[src/rtl/evmap_pkg.sv]
`default_nettype none

//////////////////////////////////////////////////
// event buffer memory map
//////////////////////////////////////////////////
package evmap_pkg;

    // offsets inside one event are kept in kilobytes
    // 9 bits covers base offset plus 28 chunks of 4 kB
    typedef logic [8:0] addr_kb_t;

    // event address is DDR address bits 31:19
    // so the full 4 GB space fits in 13 bits
    typedef logic [12:0] done_addr_t;

    // one chunk of one SURF
    localparam int CHUNK_SIZE_KB = 4;

    // chunk counts per event
    localparam int N_SURF = 7;
    localparam int N_CHUNK = 4;

    // each SURF owns all of its chunks back to back
    localparam int SURF_SIZE_KB = N_CHUNK * CHUNK_SIZE_KB;

    // bytes per DataMover command, always a full chunk
    localparam int CHUNK_BTT = CHUNK_SIZE_KB * 1024;

    // tag carried with every payload beat
    typedef struct packed {
        logic [2:0] surf;
        logic [1:0] chunk;
    } ident_t;

endpackage

`default_nettype wire

[src/rtl/evfmt_pkg.sv]
`default_nettype none

//////////////////////////////////////////////////
// stream formats
//////////////////////////////////////////////////
package evfmt_pkg;

    // command FIFO entry, address bits 9:0 are always zero so they are not stored
    typedef struct packed {
        logic                  last;
        evmap_pkg::done_addr_t done_addr;
        evmap_pkg::addr_kb_t   chunk_kb;
    } cmd_entry_t;

    // lower command flags of the DataMover
    typedef struct packed {
        logic       drr;
        logic       eof;
        logic [5:0] dsa;
        logic       incr;
    } dm_flags_t;

    // 72-bit DataMover command, no user or cache byte
    // tag bit 0 marks the final command of an event
    typedef struct packed {
        logic [7:0]  tag;
        logic [31:0] addr;
        dm_flags_t   flags;
        logic [22:0] btt;
    } dm_cmd_t;

    // DataMover status byte
    typedef struct packed {
        logic       okay;
        logic [2:0] err;
        logic [2:0] rsvd;
        logic       last;
    } dm_stat_t;

    // per-event error summary
    // one bit per chunk transfer plus 4 sticky class bits
    typedef struct packed {
        logic        last_err;
        logic [26:0] xfer_err;
        logic [3:0]  class_err;
    } err_word_t;

    typedef struct packed {
        evmap_pkg::done_addr_t done_addr;
        err_word_t             err_word;
    } cmpl_entry_t;

    // sticky faults, listed MSB first so cmd_ovf lands on bit 0
    typedef struct packed {
        logic done_unf;
        logic cmpl_ovf;
        logic done_ovf;
        logic cmd_ovf;
    } fault_t;

endpackage

`default_nettype wire

[src/rtl/event_fifo.sv]
`timescale 1ns/10ps
`default_nettype none

// first-word-fall-through FIFO
// head entry sits on dout_o whenever valid_o is high
module event_fifo #(
    parameter int  DEPTH  = 8,
    parameter type item_t = logic [7:0]
) (
    input  wire logic  memclk,
    input  wire logic  memresetn,
    input  wire logic  wr_i,
    input  wire item_t din_i,
    input  wire logic  rd_i,
    output item_t      dout_o,
    output logic       valid_o,
    output logic       ovf_o,
    output logic       unf_o
);

    localparam int AW = $clog2(DEPTH);

    item_t         mem [DEPTH];
    logic [AW-1:0] wr_ptr;
    logic [AW-1:0] rd_ptr;
    logic [AW:0]   count;
    logic          full;
    logic          do_wr;
    logic          do_rd;

    assign full = (count == (AW+1)'(DEPTH));
    assign valid_o = (count != '0);
    // a read in the same cycle frees the slot for a write into a full FIFO
    assign do_rd = rd_i && valid_o;
    assign do_wr = wr_i && (!full || do_rd);
    // error pulses
    assign ovf_o = wr_i && !do_wr;
    assign unf_o = rd_i && !valid_o;
    assign dout_o = mem[rd_ptr];

    always_ff @(posedge memclk) begin
        if (do_wr) begin
            mem[wr_ptr] <= din_i;
        end
    end

    // pointers wrap on their own since DEPTH is a power of two
    always_ff @(posedge memclk) begin
        if (!memresetn) begin
            wr_ptr <= '0;
            rd_ptr <= '0;
            count <= '0;
        end else begin
            if (do_wr) wr_ptr <= wr_ptr + 1'b1;
            if (do_rd) rd_ptr <= rd_ptr + 1'b1;
            case ({do_wr, do_rd})
                2'b10: count <= count + 1'b1;
                2'b01: count <= count - 1'b1;
                default: count <= count;
            endcase
        end
    end

endmodule

`default_nettype wire

[src/rtl/chunk_addr_seq.sv]
`timescale 1ns/10ps
`default_nettype none

// turns finished SURF chunks into command FIFO entries
// chunks come in order: chunk 0 SURF 0..6, chunk 1 SURF 0..6 and so on
module chunk_addr_seq #(
    parameter logic [6:0] BASE_ADDRESS_4KB = 7'd4
) (
    input  wire logic                  memclk,
    input  wire logic                  memresetn,
    input  wire logic                  payload_valid_i,
    input  wire logic                  payload_last_i,
    input  wire evmap_pkg::ident_t     payload_ident_i,
    input  wire logic                  done_valid_i,
    input  wire evmap_pkg::done_addr_t done_i,
    output logic                       cmd_wr_o,
    output evfmt_pkg::cmd_entry_t      cmd_entry_o,
    output logic                       done_wr_o,
    output logic                       done_ready_o,
    output logic                       payload_has_space_o
);

    typedef enum logic [1:0] {IDLE, LOAD, WAIT, INCR} state_t;

    localparam logic [2:0] LAST_SURF = 3'(evmap_pkg::N_SURF - 1);
    localparam logic [1:0] LAST_CHUNK = 2'(evmap_pkg::N_CHUNK - 1);
    // base offset expanded from 4 kB to 1 kB units
    localparam evmap_pkg::addr_kb_t BASE_KB = {BASE_ADDRESS_4KB, 2'b00};

    state_t              state;
    logic [1:0]          chunk_q;
    evmap_pkg::addr_kb_t chunk_base;
    evmap_pkg::addr_kb_t addend_a;
    evmap_pkg::addr_kb_t addend_b;
    evmap_pkg::addr_kb_t this_addr;
    logic                beat_last;
    logic                surf_end;
    logic                event_end;

    // end of a SURF chunk, only looked at while waiting for it
    assign beat_last = (state == WAIT) && payload_valid_i && payload_last_i;
    assign surf_end = (payload_ident_i.surf == LAST_SURF);
    assign event_end = surf_end && (payload_ident_i.chunk == LAST_CHUNK);

    // start of each chunk row, only 4 possible values
    assign chunk_base = BASE_KB
        + evmap_pkg::addr_kb_t'(chunk_q) * evmap_pkg::addr_kb_t'(evmap_pkg::CHUNK_SIZE_KB);

    //////////////////////////////////////////////////
    // single adder
    //////////////////////////////////////////////////
    // LOAD: 0 + chunk base
    // INCR: held address + one SURF
    assign addend_a = (state == INCR) ? this_addr : '0;
    assign addend_b = (state == LOAD) ? chunk_base
                                      : evmap_pkg::addr_kb_t'(evmap_pkg::SURF_SIZE_KB);

    always_ff @(posedge memclk) begin
        if (state == LOAD || state == INCR) begin
            this_addr <= addend_a + addend_b;
        end
    end

    always_ff @(posedge memclk) begin
        if (!memresetn) begin
            state <= IDLE;
            chunk_q <= '0;
        end else begin
            case (state)
                IDLE: begin
                    chunk_q <= '0;
                    // need an event address before the first chunk can be placed
                    if (payload_valid_i && done_valid_i) state <= LOAD;
                end
                LOAD: state <= WAIT;
                WAIT: begin
                    if (beat_last) begin
                        if (event_end) begin
                            state <= IDLE;
                        end else if (surf_end) begin
                            // next chunk row starts over at SURF 0
                            chunk_q <= chunk_q + 2'd1;
                            state <= LOAD;
                        end else begin
                            state <= INCR;
                        end
                    end
                end
                INCR: state <= WAIT;
                default: state <= IDLE;
            endcase
        end
    end

    assign cmd_wr_o = beat_last;
    assign cmd_entry_o.last = event_end;
    assign cmd_entry_o.done_addr = done_i;
    assign cmd_entry_o.chunk_kb = this_addr;

    // the event address is consumed together with its final command
    assign done_wr_o = beat_last && event_end;
    assign done_ready_o = done_wr_o;

    assign payload_has_space_o = (state == IDLE) && done_valid_i;

endmodule

`default_nettype wire

[src/rtl/status_tracker.sv]
`timescale 1ns/10ps
`default_nettype none

// folds DataMover status bytes into one error word per event
module status_tracker (
    input  wire logic                  memclk,
    input  wire logic                  memresetn,
    input  wire logic                  stat_valid_i,
    input  wire evfmt_pkg::dm_stat_t   stat_i,
    input  wire evmap_pkg::done_addr_t done_addr_i,
    output logic                       done_rd_o,
    output logic                       cmpl_wr_o,
    output evfmt_pkg::cmpl_entry_t     cmpl_entry_o
);

    evfmt_pkg::err_word_t err_word;
    logic [3:0]           cur_class;
    logic [3:0]           class_q;
    logic [26:0]          xfer_q;
    logic                 any_err;
    logic                 last_stat;

    // status recast as pure errors, not-okay on top
    assign cur_class = {~stat_i.okay, stat_i.err};
    assign any_err = |cur_class;
    assign last_stat = stat_valid_i && stat_i.last;

    // the final transfer never enters the shift register, it goes straight to bit 31
    assign err_word.last_err = any_err;
    assign err_word.xfer_err = xfer_q;
    assign err_word.class_err = class_q | cur_class;

    always_ff @(posedge memclk) begin
        if (!memresetn) begin
            class_q <= '0;
            xfer_q <= '0;
        end else if (stat_valid_i) begin
            // sticky classes restart with each event
            class_q <= stat_i.last ? 4'h0 : (class_q | cur_class);
            // oldest transfer drifts down to bit 0
            xfer_q <= {any_err, xfer_q[26:1]};
        end
    end

    // done address FIFO head belongs to the event now finishing
    assign done_rd_o = last_stat;
    assign cmpl_wr_o = last_stat;
    assign cmpl_entry_o.done_addr = done_addr_i;
    assign cmpl_entry_o.err_word = err_word;

endmodule

`default_nettype wire

[src/rtl/event_req_gen.sv]
`timescale 1ns/10ps
`default_nettype none

// write request generator for the DDR event buffer
module event_req_gen #(
    parameter logic [6:0] BASE_ADDRESS_4KB = 7'd4,
    parameter int         CMD_DEPTH = 32,
    parameter int         DONE_DEPTH = 8,
    parameter int         CMPL_DEPTH = 8
) (
    input  wire logic                  memclk,
    input  wire logic                  memresetn,
    input  wire logic                  payload_valid_i,
    input  wire logic                  payload_last_i,
    input  wire evmap_pkg::ident_t     payload_ident_i,
    output logic                       payload_has_space_o,
    input  wire logic                  done_valid_i,
    input  wire evmap_pkg::done_addr_t done_i,
    output logic                       done_ready_o,
    output logic                       cmd_valid_o,
    input  wire logic                  cmd_ready_i,
    output evfmt_pkg::dm_cmd_t         cmd_o,
    input  wire logic                  stat_valid_i,
    input  wire evfmt_pkg::dm_stat_t   stat_i,
    output logic                       cmpl_valid_o,
    input  wire logic                  cmpl_ready_i,
    output logic [63:0]                cmpl_o,
    output evfmt_pkg::fault_t          cmd_err_o
);

    evfmt_pkg::cmd_entry_t  cmd_wr_entry;
    evfmt_pkg::cmd_entry_t  cmd_head;
    evfmt_pkg::cmpl_entry_t cmpl_wr_entry;
    evfmt_pkg::cmpl_entry_t cmpl_head;
    evmap_pkg::done_addr_t  done_head;
    logic                   cmd_wr;
    logic                   cmd_ovf;
    logic                   done_wr;
    logic                   done_rd;
    logic                   done_ovf;
    logic                   done_unf;
    logic                   cmpl_wr;
    logic                   cmpl_ovf;

    chunk_addr_seq #(
        .BASE_ADDRESS_4KB(BASE_ADDRESS_4KB)
    ) seq_inst (
        .memclk(memclk),
        .memresetn(memresetn),
        .payload_valid_i(payload_valid_i),
        .payload_last_i(payload_last_i),
        .payload_ident_i(payload_ident_i),
        .done_valid_i(done_valid_i),
        .done_i(done_i),
        .cmd_wr_o(cmd_wr),
        .cmd_entry_o(cmd_wr_entry),
        .done_wr_o(done_wr),
        .done_ready_o(done_ready_o),
        .payload_has_space_o(payload_has_space_o)
    );

    //////////////////////////////////////////////////
    // FIFOs
    //////////////////////////////////////////////////
    // commands, popped by the DataMover
    event_fifo #(
        .DEPTH(CMD_DEPTH),
        .item_t(evfmt_pkg::cmd_entry_t)
    ) cmd_fifo_inst (
        .memclk(memclk),
        .memresetn(memresetn),
        .wr_i(cmd_wr),
        .din_i(cmd_wr_entry),
        .rd_i(cmd_valid_o && cmd_ready_i),
        .dout_o(cmd_head),
        .valid_o(cmd_valid_o),
        .ovf_o(cmd_ovf),
        .unf_o()
    );

    // event addresses waiting for their last status
    event_fifo #(
        .DEPTH(DONE_DEPTH),
        .item_t(evmap_pkg::done_addr_t)
    ) done_fifo_inst (
        .memclk(memclk),
        .memresetn(memresetn),
        .wr_i(done_wr),
        .din_i(done_i),
        .rd_i(done_rd),
        .dout_o(done_head),
        .valid_o(),
        .ovf_o(done_ovf),
        .unf_o(done_unf)
    );

    // completions, popped by the outside
    event_fifo #(
        .DEPTH(CMPL_DEPTH),
        .item_t(evfmt_pkg::cmpl_entry_t)
    ) cmpl_fifo_inst (
        .memclk(memclk),
        .memresetn(memresetn),
        .wr_i(cmpl_wr),
        .din_i(cmpl_wr_entry),
        .rd_i(cmpl_valid_o && cmpl_ready_i),
        .dout_o(cmpl_head),
        .valid_o(cmpl_valid_o),
        .ovf_o(cmpl_ovf),
        .unf_o()
    );

    status_tracker stat_inst (
        .memclk(memclk),
        .memresetn(memresetn),
        .stat_valid_i(stat_valid_i),
        .stat_i(stat_i),
        .done_addr_i(done_head),
        .done_rd_o(done_rd),
        .cmpl_wr_o(cmpl_wr),
        .cmpl_entry_o(cmpl_wr_entry)
    );

    // only the address and the last tag change between commands
    // incrementing burst with tlast expected, no realignment
    always_comb begin
        cmd_o.tag = {7'd0, cmd_head.last};
        cmd_o.addr = {cmd_head.done_addr, cmd_head.chunk_kb, 10'd0};
        cmd_o.flags.drr = 1'b0;
        cmd_o.flags.eof = 1'b1;
        cmd_o.flags.dsa = 6'd0;
        cmd_o.flags.incr = 1'b1;
        cmd_o.btt = 23'(evmap_pkg::CHUNK_BTT);
    end

    assign cmpl_o = {19'd0, cmpl_head};

    // sticky fault flags, cleared only by reset
    always_ff @(posedge memclk) begin
        if (!memresetn) begin
            cmd_err_o <= '0;
        end else begin
            if (cmd_ovf) cmd_err_o.cmd_ovf <= 1'b1;
            if (done_ovf) cmd_err_o.done_ovf <= 1'b1;
            if (cmpl_ovf) cmd_err_o.cmpl_ovf <= 1'b1;
            if (done_unf) cmd_err_o.done_unf <= 1'b1;
        end
    end

endmodule

`default_nettype wire

[config.mk]
export PLATFORM = sky130hd
export DESIGN_NAME = event_req_gen
export DESIGN_NICKNAME = d
export VERILOG_FILES = /design/src/rtl/evmap_pkg.sv /design/src/rtl/evfmt_pkg.sv /design/src/rtl/event_fifo.sv /design/src/rtl/chunk_addr_seq.sv /design/src/rtl/status_tracker.sv /design/src/rtl/event_req_gen.sv
export SDC_FILE = /design/constraint.sdc
export NUM_CORES = 1
export LEC_CHECK = 0
export BUFFER_PORTS_ARGS = -buffer_cell sky130_fd_sc_hd__buf_4
export CAP_MARGIN = 20
export CORE_ASPECT_RATIO = 2
export CORE_MARGIN = 3
export CORE_UTILIZATION = 42
export DETAILED_ROUTE_END_ITERATION = 10
export HOLD_SLACK_MARGIN = 0.1
export SYNTH_ARGS = -nofsm -noshare
export SYNTH_HDL_FRONTEND = slang
export SYNTH_SLANG_ARGS = --single-unit
[constraint.sdc]
create_clock -name memclk -period 6.5 [get_ports memclk]
set_clock_uncertainty 0.2 [all_clocks]
set_input_delay 1.3 -clock memclk [delete_from_list [all_inputs] [get_ports memclk]]
set_output_delay 1.3 -clock memclk [all_outputs]
set_load 0.005 [all_outputs]
==> qor.txt, run 1 <==
drt total wl: 99.5 mm
Detailed Route Iter0 Violations: 1369
Synth Area in Simple Gates: 2.49%
clk_lat worst skew: 0.69 ns
Yosys top cell area share: 71.8%
DP Wirelength: 58.3 mm
hold_buf cts: 0
EDFF count, synth: 1143
Worst Tran Pin Value: 1.07 ns
CTS H-tree depth: 3
crit-path max FO: 66
Yosys reg bits: 1229
commonest cells after routing, fill and taps aside: edfxtp_1 (1143), mux4_2 (322), buf_4 (153)
Final min period: 5.24 ns
WS Path Type: flip-flop to primary output
Post-Synth XOR/XNOR Area: 0.458%
largest family of logic cells by synthesized area: multiplexers
hold endpoint: cmd_err_o[1]
Async S/R FF share, synth: 0%
period utilisation layout: 80.5%
top post-synthesis cells by area: edfxtp_1 (72%), mux4_2 (15%), dfxtp_1 (3.6%)
Initial DRT Pass Iterations: 5
commonest non-fill, non-tap cell in the layout: edfxtp_1
cell mode on critical path: mux4_2
final core occ: 48.0%
Worst Hold Depth: 1
Rows: 174
unrepaired setup endpoints after global routing: no
Compound-Gate Fraction of Synth Area: 0.824%
Initial Util: 42.4%
grt ovf: 0
CP cell instances: buf_12 -> mux4_2 -> mux4_2 -> mux2_2 -> buf_4
largest net degree at the start of global routing: 91
Longest Clk Path Bufs: 3
post-synthesis instance area: 47800 µm²
initial antenna violation count: 1
flop-to-flop setup slack: 2.58 ns
total power: 17.0 mW
die height: 483 µm
Adder-Cell Fraction of Synth Area: 0.633%
Finished Layout Cells: 3946
CTS clk-pin slew, worst paths: 0.06 ns
worst-case reg-to-reg path depth: 10
Avg Inst Size Synth: 21.8 µm²
MaxCap Viol Count: 0
CP bufs+invs: 2
vias in the first global route: 22800
critical path's largest stage delay: 0.82 ns
Slew Limit Headroom: 28.6%
hold wc startpoint: cmd_err_o[1]
Setup Buffers After CTS: 0
Hold Path Class: flip-flop to flip-flop
CTS resizes: 0
CTS Sinks: 1229
Req. time, crit path: 5.00 ns
DR vias/cell: 5.39
DRC: 0
root buf cell: clkbuf_16
routability cong.: 0.762
placed cell count: 3740
Port Buf Inserts: 104
Core Box Area: 113000 µm²
mux contribution to synthesized area: 18.1%
maximum VDD drop: 0.559 mV
CTS tree: yes
r2r startpoint: seq_inst.state[1]
fin. max-slew vios: 0
status: finished clean
Achievable Freq: 191 MHz
Inserted Clock Buffers: 108
Sum Neg Setup Slack: 0 ns
post-synthesis sequential area ratio: 75.4%
Leak: 16.9 nW
fin area: 54100 µm²
Placed Area: 50400 µm²
WL/cell: 25.2 µm
area leader, netlist: edfxtp_1
Mapped Cells: 2192
first-pass GRT wire length: 149 mm
Layout fillers: 9244
# IOs: 178
Routed Antenna Nets: 0
CP max-delay cell: dfxtp_4
final number of setup-violating endpoints: 0
Synth Flop Type: edfxtp_1
Crit path max-delay family: multiplexers
die width: 245 µm
Critical Path Start Type: flip-flop
Reg-to-Reg End: done_fifo_inst.count[2]
Tot GR Track Use: 17.0%
Fin. Hold Viols: 0
Final #Nets: 2416
Pwr Density: 315 nW/µm²
synth unique cells: 56
layout cells sized above 1: 31.8%
die area: 118000 µm²
via count: 21300
Worst Path Arrival: 3.74 ns
Syn. warnings: 0
crit end category: primary output
Area Growth Syn to Fin: 13.2%
==> state kept, by name, indices dropped and copies added (netlist names), 3 cells and up, named ones only <==
| name | flops |
|---|---|
| cmd_fifo_inst.rd_ptr | 5 |
| cmpl_fifo_inst.rd_ptr | 3 |
| done_fifo_inst.mem | 104 |
| cmd_fifo_inst.count | 6 |
| stat_inst.class_q | 4 |
| stat_inst.xfer_q | 27 |
| cmpl_fifo_inst.count | 4 |
| cmd_err_o | 4 |
| done_fifo_inst.rd_ptr | 3 |
| seq_inst.this_addr | 7 |
| cmd_fifo_inst.wr_ptr | 5 |
| done_fifo_inst.count | 4 |
| done_fifo_inst.wr_ptr | 3 |
| cmd_fifo_inst.mem | 672 |
| cmpl_fifo_inst.mem | 360 |
| cmpl_fifo_inst.wr_ptr | 3 |
==> worst max path at each step <==
stage	start	to	depth (start not counted)
2_1_floorplan	stat_valid_i	cmpl_fifo_inst.mem[0][0]	5
3_3_place_gp	stat_valid_i	done_fifo_inst.count[2]	11
3_5_place_dp	stat_valid_i	done_fifo_inst.count[2]	11
4_1_cts	flip-flop	cmd_o[59]	5
5_1_grt	flip-flop	cmd_o[59]	5
6_report	flip-flop	cmd_o[59]	5
==> through the flow <==
stage	setup slack, ns	hold slack [ns]
after floorplan	0.586	0.228
after global placement	1.53	0.243
after detailed placement	1.47	0.254
after CTS	1.14	0.269
after global routing	1.04	0.297
final	1.26	0.265
==> power breakdown <==
| group | internal [mW] | leakage, nW | switching (mW) |
|---|---|---|---|
| logic | 1.03 | 4.11 | 0.814 |
| clock network | 3.63 | 1.72 | 2.79 |
| registers | 8.65 | 11.1 | 0.114 |
| total | 13.3 | 16.9 | 3.72 |
==> final cells by class <==
cell class | count | area, µm² | share of cell area, %
clock buffer | 141 | 2910 | 5.38
antenna | 1 | 2.50 | 0.00462
clock inverter | 59 | 627 | 1.16
sequential | 1229 | 36100 | 66.7
multi-input combinational | 847 | 11200 | 20.7
inverter | 9 | 33.8 | 0.0624
tap | 1496 | 1870 | 3.46
timing repair buffer | 164 | 1410 | 2.60
==> synthesized netlist by cell type (7+ instances only) <==
| cell | instances |
|---|---|
| xnor2_1 | 14 |
| mux4_2 | 322 |
| buf_2 | 16 |
| a21boi_0 | 8 |
| nand2b_1 | 10 |
| nand3_1 | 7 |
| nor3_1 | 9 |
| and2_1 | 19 |
| ha_1 | 21 |
| o21ai_0 | 8 |
| clkbuf_1 | 62 |
| nor2_1 | 59 |
| o21a_1 | 8 |
| inv_1 | 9 |
| edfxtp_1 | 1143 |
| mux2i_1 | 39 |
| buf_4 | 72 |
| dfxtp_1 | 86 |
| a21oi_1 | 14 |
| mux2_2 | 80 |
| nor2b_1 | 43 |
| buf_1 | 22 |
| xor2_1 | 11 |
| nand2_1 | 40 |
==> kinds of logic after synthesis <==
family          count (synthesis)
flops                        1229
mux                           445
simple gates                  226
buf+inv                       184
compound gates                 58
xor+xnor                       25
fa+ha+maj                      23
other cells                     2
==> layer usage <==
| metal | track usage (%) | routed length (µm) |
|---|---|---|
| met4 | 4.91 | 2170 |
| met3 | 2.58 | 4250 |
| met2 | 32.4 | 56500 |
| met5 | 0 | 0 |
| met1 | 19.4 | 36600 |
==> worst register-to-register path, delay by kind of cell, from the launching register on <==
family | cells | cell delay (ns)
AND/OR/NAND/NOR | 2 | 0.77
flip-flops | 1 | 0.66
buffers and inverters | 1 | 0.24
AO/OA/AOI/OAI | 3 | 1.17
XOR/XNOR | 2 | 0.27
adder cells (fa/ha/maj) | 2 | 0.52
Note: power is estimated with default switching activity, not from simulation.
==> run 2: changes to the inputs <==
Clock period 6.5 ns to 4.75 ns, I/O delays scaled along.
==> run 2 against run 1 <==
Net effect: first-iteration DRC count fell by 11%; sequential share of layout area fell by 0.41 points; count of clock-buffer cells in the layout rose by 9; sequential power rose by 37%; via count rose by 0.67%; critical path depth did not move; power rose by 36%; flip-flop and latch count did not move.
==> qor.txt, run 2 (synthesis gave the netlist of run 1 again) <==
commonest cells after routing, fill and taps aside: edfxtp_1 (1143), mux4_2 (322), buf_4 (166) (was edfxtp_1 (1143), mux4_2 (322), buf_4 (153))
Setup Buffers After CTS: 0 (unchanged)
CTS clk-pin slew, worst paths: 0.07 ns (was 0.06 ns)
CTS resizes: 0 (unchanged)
Placed Area: 50800 µm² (was 50400 µm²)
initial antenna violation count: 2 (was 1)
Critical Path Start Type: flip-flop (unchanged)
Worst Tran Pin Value: 0.947 ns (was 1.07 ns)
Leak: 17.1 nW (was 16.9 nW)
largest registers: cmd_fifo_inst.mem: 672 flops, cmpl_fifo_inst.mem: 360 flops, done_fifo_inst.mem: 104 flops (unchanged)
die height: 483 µm (unchanged)
CP max-delay cell: dfxtp_4 (unchanged)
fin area: 54400 µm² (was 54100 µm²)
total power: 23.2 mW (was 17.0 mW)
unrepaired setup endpoints after global routing: no (unchanged)
crit-path max FO: 23 (was 66)
WS Path Type: flip-flop to primary output (unchanged)
routability cong.: 0.738 (was 0.762)
die width: 245 µm (unchanged)
max FFs per register: 672 (unchanged)
Crit path max-delay family: multiplexers (unchanged)
CP cell instances: buf_4 -> mux4_2 -> mux4_2 -> mux2_2 -> buf_4 (was buf_12 -> mux4_2 -> mux4_2 -> mux2_2 -> buf_4)
clk_lat worst skew: 0.71 ns (was 0.69 ns)
Inserted Clock Buffers: 106 (was 108)
Slew Limit Headroom: 36.9% (was 28.6%)
Achievable Freq: 220 MHz
status: finished clean (unchanged)
grt ovf: 0 (unchanged)
Initial DRT Pass Iterations: 7 (was 5)
Longest Clk Path Bufs: 3 (unchanged)
maximum VDD drop: 0.355 mV (was 0.559 mV)
Routed Antenna Nets: 0 (unchanged)
# IOs: 178 (unchanged)
Core Box Area: 113000 µm² (unchanged)
Port Buf Inserts: 104 (unchanged)
Biggest register: cmd_fifo_inst.mem (unchanged)
DP Wirelength: 59.8 mm (was 58.3 mm)
Min Hold Slack: 0.264 ns (was 0.265 ns)
Sum Neg Setup Slack: 0 ns (unchanged)
DR vias/cell: 5.39 (about the same)
CTS H-tree depth: 3 (unchanged)
via count: 21400 (was 21300)
vias in the first global route: 23100 (was 22800)
Hold Path Class: flip-flop to flip-flop (unchanged)
Final min period: 4.55 ns
drt total wl: 98.9 mm (was 99.5 mm)
crit end category: primary output (unchanged)
largest net degree at the start of global routing: 83 (was 91)
period utilisation layout: 95.9%
hold_buf cts: 0 (unchanged)
Area Growth Syn to Fin: 13.9% (was 13.2%)
die area: 118000 µm² (unchanged)
root buf cell: clkbuf_16 (unchanged)
CTS tree: yes (unchanged)
Final #Nets: 2444 (was 2416)
Fin. Hold Viols: 0 (unchanged)
Req. time, crit path: 3.60 ns (was 5.00 ns)
Pwr Density: 425 nW/µm² (was 315 nW/µm²)
Initial Util: 42.4% (unchanged)
fin worst setup slack: 0.196 ns (was 1.26 ns)
layout cells sized above 1: 32.7% (was 31.8%)
Tot GR Track Use: 16.9% (was 17.0%)
Rows: 174 (unchanged)
fin. max-slew vios: 0 (unchanged)
CTS Sinks: 1229 (unchanged)
CP bufs+invs: 2 (unchanged)
Worst Path Arrival: 3.40 ns (was 3.74 ns)
pre-CTS WS: 0.823 ns (was 1.47 ns)
MaxCap Viol Count: 0 (unchanged)
WL/cell: 24.9 µm (was 25.2 µm)
final number of setup-violating endpoints: 0 (unchanged)
critical path's largest stage delay: 0.72 ns (was 0.82 ns)
Detailed Route Iter0 Violations: 1222 (was 1369)
commonest non-fill, non-tap cell in the layout: edfxtp_1 (unchanged)
DRC: 0 (unchanged)
first-pass GRT wire length: 148 mm (was 149 mm)
## run 2: cell count changes in the layout (fill, tap and decap cells not counted), sizes merged
cell / before / now
bufinv: 12 / 7
clkbuf: 141 / 150
inv: 12 / 16
clkinv: 42 / 28
clkinvlp: 2 / 5
buf: 164 / 194
## run 2: cell type report
| class | instances | area [µm²] |
|---|---|---|
| repair buffers | 194 | 1840 |
| diodes | 1 | 2.50 |
| clock inverters | 47 | 475 |
| inverters | 9 | 33.8 |
| well taps | 1496 | 1870 |
| flip-flops and latches | 1229 | 36100 |
| clock buffers | 150 | 2970 |
| multi-input cells | 847 | 11200 |
| fillers | 9237 | 58300 |
## run 2: tightest hold or removal path, cell delays in order (launching register included)
cell     delay [ns]
dfxtp_1        0.32
a21oi_1        0.04
nor2_1         0.07
## run 2: layer usage
| layer | vias up | global-route usage (%) | wire (µm) |
|---|---|---|---|
| li1 | 9262 | - | - |
| met1 | 11500 | 19.0 | 35900 |
| met2 | 493 | 32.6 | 56200 |
| met3 | 152 | 2.31 | 4130 |
| met4 | 2 | 5.64 | 2650 |
| met5 | - | 0 | 13 |
## run 2: where the power goes
group	switching, mW	internal (mW)
Clock	3.82	4.77
Sequential	0.190	11.8
Combinational	1.08	1.48
Total	5.08	18.1
## run 2: worst paths after layout
kind,start,to,slack [ns],cells past startpoint
setup / recovery,flip-flop,cmd_o[45],0.20,5
hold / removal,stat_inst.class_q[0],stat_inst.class_q[0],0.26,2
setup reg to reg,seq_inst.state[0],cmd_fifo_inst.count[5],1.12,8
hold reg to reg,stat_inst.class_q[0],stat_inst.class_q[0],0.26,2
## run 2: through the flow
step	util, %	cells
floorplan	-	2260
global placement	45.1	3769
detailed placement	45.1	3769
CTS	48.1	3966
global route	48.3	3973
finish	48.3	3973
